[config.mk]
export PLATFORM = sky130hd
export DESIGN_NAME = ctx_index_table_flat
export DESIGN_NICKNAME = d
export VERILOG_FILES = /design/src/ctx_pkg.sv /design/src/ctx_lookup_if.sv /design/src/ctx_index_table.sv /design/src/flat_wrapper.sv
export VERILOG_INCLUDE_DIRS = /design/src
export SDC_FILE = /design/constraint.sdc
export NUM_CORES = 1
export LEC_CHECK = 0
export BUFFER_PORTS_ARGS = -buffer_cell sky130_fd_sc_hd__buf_2
export CAP_MARGIN = 20
export CORE_ASPECT_RATIO = 1.5
export CORE_UTILIZATION = 60
export DETAILED_ROUTE_END_ITERATION = 6
export GPL_ROUTABILITY_DRIVEN = 0
export GPL_TIMING_DRIVEN = 0
export PLACE_DENSITY_LB_ADDON = 0.08
export SLEW_MARGIN = 20
export SYNTH_ARGS = -nofsm -noshare
export SYNTH_HDL_FRONTEND = slang
export SYNTH_SLANG_ARGS = --single-unit
export TNS_END_PERCENT = 5
[constraint.sdc]
create_clock -name clk -period 8.4 [get_ports clk]
set_input_delay 1.68 -clock clk [delete_from_list [all_inputs] [get_ports clk]]
set_output_delay 1.68 -clock clk [all_outputs]
set_load 0.01 [all_outputs]
[src/ctx_defs.svh]
// Connection context lookup parameters
`ifndef CTX_DEFS_SVH
`define CTX_DEFS_SVH

// Processing units sharing the lookup, 2 to 8.
`define NUM_PU 4
`define PU_ID_W 2

// PU request address and its fields.
`define ADDR_W 16
`define REGION_W 2
`define CTX_REGION 1
`define TBL_IDX_W 8
`define OFFSET_W 6

// Context data memory.
`define SLOT_W 4
`define MEM_AW (`SLOT_W + `OFFSET_W)
`define DATA_W 32

`endif

[src/ctx_pkg.sv]
// Connection context types
`include "ctx_defs.svh"

package ctx_pkg;

	typedef logic [`PU_ID_W-1:0] pu_id_t;
	typedef logic [`SLOT_W-1:0] slot_t;
	typedef logic [`DATA_W-1:0] ctx_word_t;

	// Region view, used to filter requests.
	typedef struct packed {
		logic [`REGION_W-1:0] region;
		logic [`ADDR_W-`REGION_W-1:0] rest;
	} region_view_t;

	// Context view, region followed by table index and word offset.
	typedef struct packed {
		logic [`REGION_W-1:0] region;
		logic [`TBL_IDX_W-1:0] tbl_idx;
		logic [`OFFSET_W-1:0] offset;
	} ctx_view_t;

	typedef union packed {
		region_view_t rgn;
		ctx_view_t ctx;
	} pu_addr_u;

endpackage

[src/ctx_lookup_if.sv]
// Lookup between pipeline stages
`include "ctx_defs.svh"

interface ctx_lookup_if;

	logic valid; // One-cycle strobe, no back-pressure.
	ctx_pkg::pu_id_t pu_id;
	logic [`TBL_IDX_W-1:0] tbl_idx;
	logic [`OFFSET_W-1:0] offset;
	ctx_pkg::slot_t slot;

	modport src (
		output valid,
		output pu_id,
		output tbl_idx,
		output offset,
		output slot
	);

	modport dst (
		input valid,
		input pu_id,
		input tbl_idx,
		input offset,
		input slot
	);

endinterface

[src/ctx_index_table.sv]
// Table index to context slot remap
`include "ctx_defs.svh"

module ctx_index_table (
	input logic clk,
	input logic rst_n,

	input logic tbl_wr,
	input logic [`TBL_IDX_W-1:0] tbl_waddr,
	input ctx_pkg::slot_t tbl_wdata,

	ctx_lookup_if.dst lookup_in,
	ctx_lookup_if.src lookup_out
);

	ctx_pkg::slot_t tbl [2**`TBL_IDX_W];

	logic wr_q;
	logic [`TBL_IDX_W-1:0] waddr_q;
	ctx_pkg::slot_t wdata_q;

	always_ff @(posedge clk or negedge rst_n) begin
		if (!rst_n) begin
			wr_q <= 1'b0;
			lookup_out.valid <= 1'b0;
		end else begin
			wr_q <= tbl_wr;
			lookup_out.valid <= lookup_in.valid;
		end
	end

	always_ff @(posedge clk) begin
		waddr_q <= tbl_waddr;
		wdata_q <= tbl_wdata;
		if (wr_q)
			tbl[waddr_q] <= wdata_q; // A read on this edge still sees the old slot.
	end

	always_ff @(posedge clk) begin
		if (lookup_in.valid) begin
			lookup_out.slot <= tbl[lookup_in.tbl_idx];
			lookup_out.pu_id <= lookup_in.pu_id;
			lookup_out.tbl_idx <= lookup_in.tbl_idx;
			lookup_out.offset <= lookup_in.offset;
		end
	end

endmodule

[src/flat_wrapper.sv]
// flat-port wrapper written by rule: the top's interface ports become plain ports
module ctx_index_table_flat 
  (clk, rst_n, tbl_wr, tbl_waddr, tbl_wdata, lookup_in_valid, lookup_in_pu_id, lookup_in_tbl_idx, lookup_in_offset, lookup_in_slot, lookup_out_valid, lookup_out_pu_id, lookup_out_tbl_idx, lookup_out_offset, lookup_out_slot);
  ctx_lookup_if lookup_in_i ();
  ctx_lookup_if lookup_out_i ();
  input logic clk;
  input logic rst_n;
  input logic tbl_wr;
  input logic [`TBL_IDX_W-1:0] tbl_waddr;
  input ctx_pkg::slot_t tbl_wdata;
  input wire logic [$bits(lookup_in_i.valid)-1:0] lookup_in_valid;
  input wire logic [$bits(lookup_in_i.pu_id)-1:0] lookup_in_pu_id;
  input wire logic [$bits(lookup_in_i.tbl_idx)-1:0] lookup_in_tbl_idx;
  input wire logic [$bits(lookup_in_i.offset)-1:0] lookup_in_offset;
  input wire logic [$bits(lookup_in_i.slot)-1:0] lookup_in_slot;
  output wire logic [$bits(lookup_out_i.valid)-1:0] lookup_out_valid;
  output wire logic [$bits(lookup_out_i.pu_id)-1:0] lookup_out_pu_id;
  output wire logic [$bits(lookup_out_i.tbl_idx)-1:0] lookup_out_tbl_idx;
  output wire logic [$bits(lookup_out_i.offset)-1:0] lookup_out_offset;
  output wire logic [$bits(lookup_out_i.slot)-1:0] lookup_out_slot;
  assign lookup_in_i.valid = lookup_in_valid;
  assign lookup_in_i.pu_id = lookup_in_pu_id;
  assign lookup_in_i.tbl_idx = lookup_in_tbl_idx;
  assign lookup_in_i.offset = lookup_in_offset;
  assign lookup_in_i.slot = lookup_in_slot;
  assign lookup_out_valid = lookup_out_i.valid;
  assign lookup_out_pu_id = lookup_out_i.pu_id;
  assign lookup_out_tbl_idx = lookup_out_i.tbl_idx;
  assign lookup_out_offset = lookup_out_i.offset;
  assign lookup_out_slot = lookup_out_i.slot;
  ctx_index_table u_core (.clk(clk), .rst_n(rst_n), .tbl_wr(tbl_wr), .tbl_waddr(tbl_waddr), .tbl_wdata(tbl_wdata), .lookup_in(lookup_in_i), .lookup_out(lookup_out_i));
endmodule
-- Word-level counts from Yosys, hierarchy flattened
Memories as Yosys holds them, arrays and structs flattened. A register that Yosys moved wholly into a read port is not among the register bits.
Cells that the tools add are included.
- register bits: 30
- bits in writable memories: 1024
- input port bits: 36
- output and inout bits: 21
- word-level logic and storage cells: 10
- memories: 1
- memory list (name ; depth ; bits a word ; read ports ; clocked after Yosys merged registers in ; write ports ; RTL line ; RTL):
    u_core.tbl ; 256 ; 4 ; 1 ; 1 ; 1 ; ctx_index_table.sv:16 ; ctx_pkg::slot_t tbl [2**`TBL_IDX_W];
- mux-type cells: 2
- operators with widths (kind ; count):
    $mux W1 ; 2

-- Depth between registers and ports, before layout
- depth after elaboration: 2
- mapped depth: 11
- mapped depth without buffers: 7

-- Worst setup path after synthesis
No wires, ideal clock.
- path type: flip-flop to flip-flop
- start: register u_core.wdata_q[0]
- end: memory u_core.tbl[0][0] (netlist bit), data pin
- setup time: 852 ps
- data arrival time: 3382 ps
- required time: 7548 ps
- slack: 4166 ps
- cell stages (with the launch flop): 1
- buffers on the path: 0
- clock period less this slack: 4234 ps
- cell sequence: dfxtp_1
- RTL lines (what ; RTL line ; RTL):
    start, declared ; ctx_index_table.sv:20 ; ctx_pkg::slot_t wdata_q;
    start signal, assigned ; ctx_index_table.sv:34 ; wdata_q <= tbl_wdata;
    end, declared ; ctx_index_table.sv:16 ;
No word-level cell before the write port.

==> metrics.csv <==
stage;metric;value;unit
timing;finalClockSkew;27.6;ps
clock_network;ctsHoldBuffers;0;
critical_path;crit_buf_inv;5;
synthesis;syn_nets;2192;
job;drv_cap;0;
timing;rsz0062_at_grt;false;
synthesis;ys_seq_elements;1058;
critical_path;crit_top_cell;clkbuf_1;
placement;port_buffers;52;
critical_path;crit_slowest_cell;clkbuf_1;
clock_network;postCtsSetupRepairBufs;0;
route;vias;22136;
route;top_layer;met5;
route;drt_iter0_drc;2755;
die;ios;57;
timing;worstMarginPinSlew;1190;ps
clock_network;cts_made_buffers;93;
critical_path;critPathArrivalTime;5710;ps
global_routing;track_usage;0.335;
synthesis;async_reset_ff_frac;0.00189;
critical_path;critical_path.cell_chain;buf_2, buf_2, clkbuf_1, clkbuf_1, clkbuf_1, nand3_1, a31oi_1, a211oi_1, o21ai_0, a211o_1;
clock_network;clk_latency;680;ps
worst_hold_path;hold_class;flop to flop;
timing;setup_ws;3210;ps
timing;relSlewSlack;0.207;
global_routing;overflow;0;
route;drt-vias-per-instance;6.73;
global_routing;grt_pass1_wl;160;mm
critical_path;cp-end-kind;flop;
final_layout;drive_gt1_frac;0.206;
critical_path;worstPathMaxFanout;10;
final_layout;nets;2352;
critical_path;path_class;primary input to flop;
clock_network;cts_tree;built;
synthesis;synth_area_leaders;edfxtp_1 (76%), mux4_2 (11%), mux2i_1 (2.6%);
power;p_per_area;230;nW/um^2
run_status;status;completed;
timing;final.period_utilization;0.618;
route;drt_pass1_iterations;6;
timing;hold_viol;0;
die;die_w;216;um
die;die_height;324;um
synthesis;yosysWarnings;0;
timing;drv_slew;0;
placement;place_hpwl;77.8;mm
synthesis;synth_edf_count;1044;
synthesis;yosysMostFrequentCell;edfxtp_1;
route;wl_met2;58.2;mm
power;leakagePower;0.0144;uW
synthesis;ys.flop_type;edfxtp_1;
clock_network;cts_htree_levels;3;
clock_network;cts_resized;0;
route;met3WireLength;9.93;mm
die;rows;117;
clock_network;clk_path_buf_depth;3;
critical_path;slowest_delay;740;ps
timing;setup-tns-final;0;ps
timing;timing.fmax;193;MHz
die;coreArea;68100;um^2
synthesis;ys_top_cells_by_count;edfxtp_1 (1044), nor2_1 (272), mux4_2 (201);
clock_network;cts-root-buf;clkbuf_16;
final_layout;syn2layout_area_growth;11.3;%
route;routed_wl;115;mm
critical_path;cp-start-kind;primary input;
synthesis;syn_area;41400;um^2
synthesis;synth_top_area_share;0.758;
synthesis;synth_seq_area_share;0.765;
global_routing;grt_pass1_vias;22386;
synthesis;yosysTopAreaCell;edfxtp_1;
die;start_util;0.608;
global_routing;grt_max_degree;81;
route;wirelength_met1;38.0;mm
critical_path;cp_top_family;buffers and inverters;
placement;dp_slack;2820;ps
clock_network;path_clk_slew;70;ps
power;ir_worst_vdd;199;uV
route;ant_nets;0;
synthesis;postSynthCellCount;2156;
die;dieArea;70000;um^2
critical_path;cp.required;8910;ps
timing;min_period;5190;ps
global_routing;antenna_found_initial;2;
synthesis;ys_types;39;
timing;setup_viol;0;
synthesis;syn_avg_cell_area;19.2;um^2
route;drc;0;
route;wl_per_cell;34.9;um
clock_network;cts_sinks;1058;
==> registers in the layout, indices dropped and copies added, names as in the netlist <==
register,cells
u_core.lookup_out.slot,4
u_core.wr_q,1
u_core.wdata_q,4
u_core.waddr_q,8
u_core.lookup_out.pu_id,2
u_core.lookup_out.tbl_idx,8
u_core.lookup_out.offset,6
u_core.tbl,1024
u_core.lookup_out.valid,1
==> routing by layer <==
metal,track usage,vias to the layer above
met4,0.221,2
met1,0.391,11389
li1,-,9097
met2,0.571,1292
met5,0,-
met3,0.0619,356
==> worst reg2reg max path, cell delays in order, from the launching register on <==
cell and delay, ps:
dfxtp_1 330, clkbuf_1 200, nor2_1 440, nand4_1 880, clkbuf_2 710, nor2_1 620
==> cell type report <==
type | count | area [um^2]
Sequential cell | 1058 | 31700
Clock inverter | 50 | 423
Fill cell | 4433 | 22000
Tap cell | 892 | 1120
Antenna cell | 3 | 7.51
Timing Repair Buffer | 65 | 581
Clock buffer | 121 | 2500
Multi-Input combinational cell | 956 | 9080
Buffer | 139 | 666
Inverter | 3 | 11.3
==> layout by cell type (no fill, tap or decap), types with 9 or more instances in the layout <==
cell       netlist  layout
clkinv_1         0      13
o22ai_1         38      38
o21ai_0         13      13
nand4_1          9       9
mux4_2         201     201
o221ai_1        52      52
a21oi_1         32      32
edfxtp_1      1044    1044
nand2_1         52      52
clkinv_2         0      19
buf_1           11      10
a211oi_1        21      21
mux2i_1        108     108
buf_2           24      77
mux2_2          21      21
clkbuf_2         0      18
clkbuf_16        0      95
a22oi_1         40      40
clkbuf_1        84      89
nand3_1         38      38
nor2_1         272     272
buf_4           16      16
nor2b_1         13      13
==> final timing paths <==
path	from	cells past startpoint	slack, ps	end
worst min register to register	u_core.wdata_q[2]	0	710	u_core.tbl[70][2]
worst max register to register	u_core.waddr_q[2]	5	4850	u_core.tbl[83][3]
worst min-delay path	u_core.wdata_q[2]	0	710	u_core.tbl[70][2]
min in group asynchronous	rst_n	1	780	u_core.lookup_out.valid
max in group asynchronous	rst_n	1	7520	u_core.wr_q
worst max-delay path	lookup_in_tbl_idx[3]	10	3210	u_core.lookup_out.slot[2]
==> metrics by stage <==
step / instance area (um^2) / instances / utilization / power (uW) / hold WS, ps
floorplan: 41400 / 2156 / - / 6290 / 793
global placement: 42700 / 3100 / 0.628 / 6540 / 1010
detailed placement: 43100 / 3113 / 0.633 / 6530 / 722
CTS: 46000 / 3284 / 0.676 / 10600 / 721
global route: 46000 / 3284 / 0.676 / 10800 / 726
finish: 46000 / 3287 / 0.676 / 10600 / 706
==> where the power goes <==
group          switching (uW)  total [uW]  internal, uW
registers                25.7        5840          5820
clock network            1870        4170          2290
logic                     390         583           193
total                    2290       10600          8310
==> cells by family after synthesis <==
logic type,count (synthesis),synth area share
multiplexers,330,0.141
AND/OR/NAND/NOR,407,0.0408
AO/OA/AOI/OAI,219,0.0374
flip-flops,1058,0.765
buffers and inverters,142,0.0158
No activity file was read; power rests on OpenSTA's default activity.
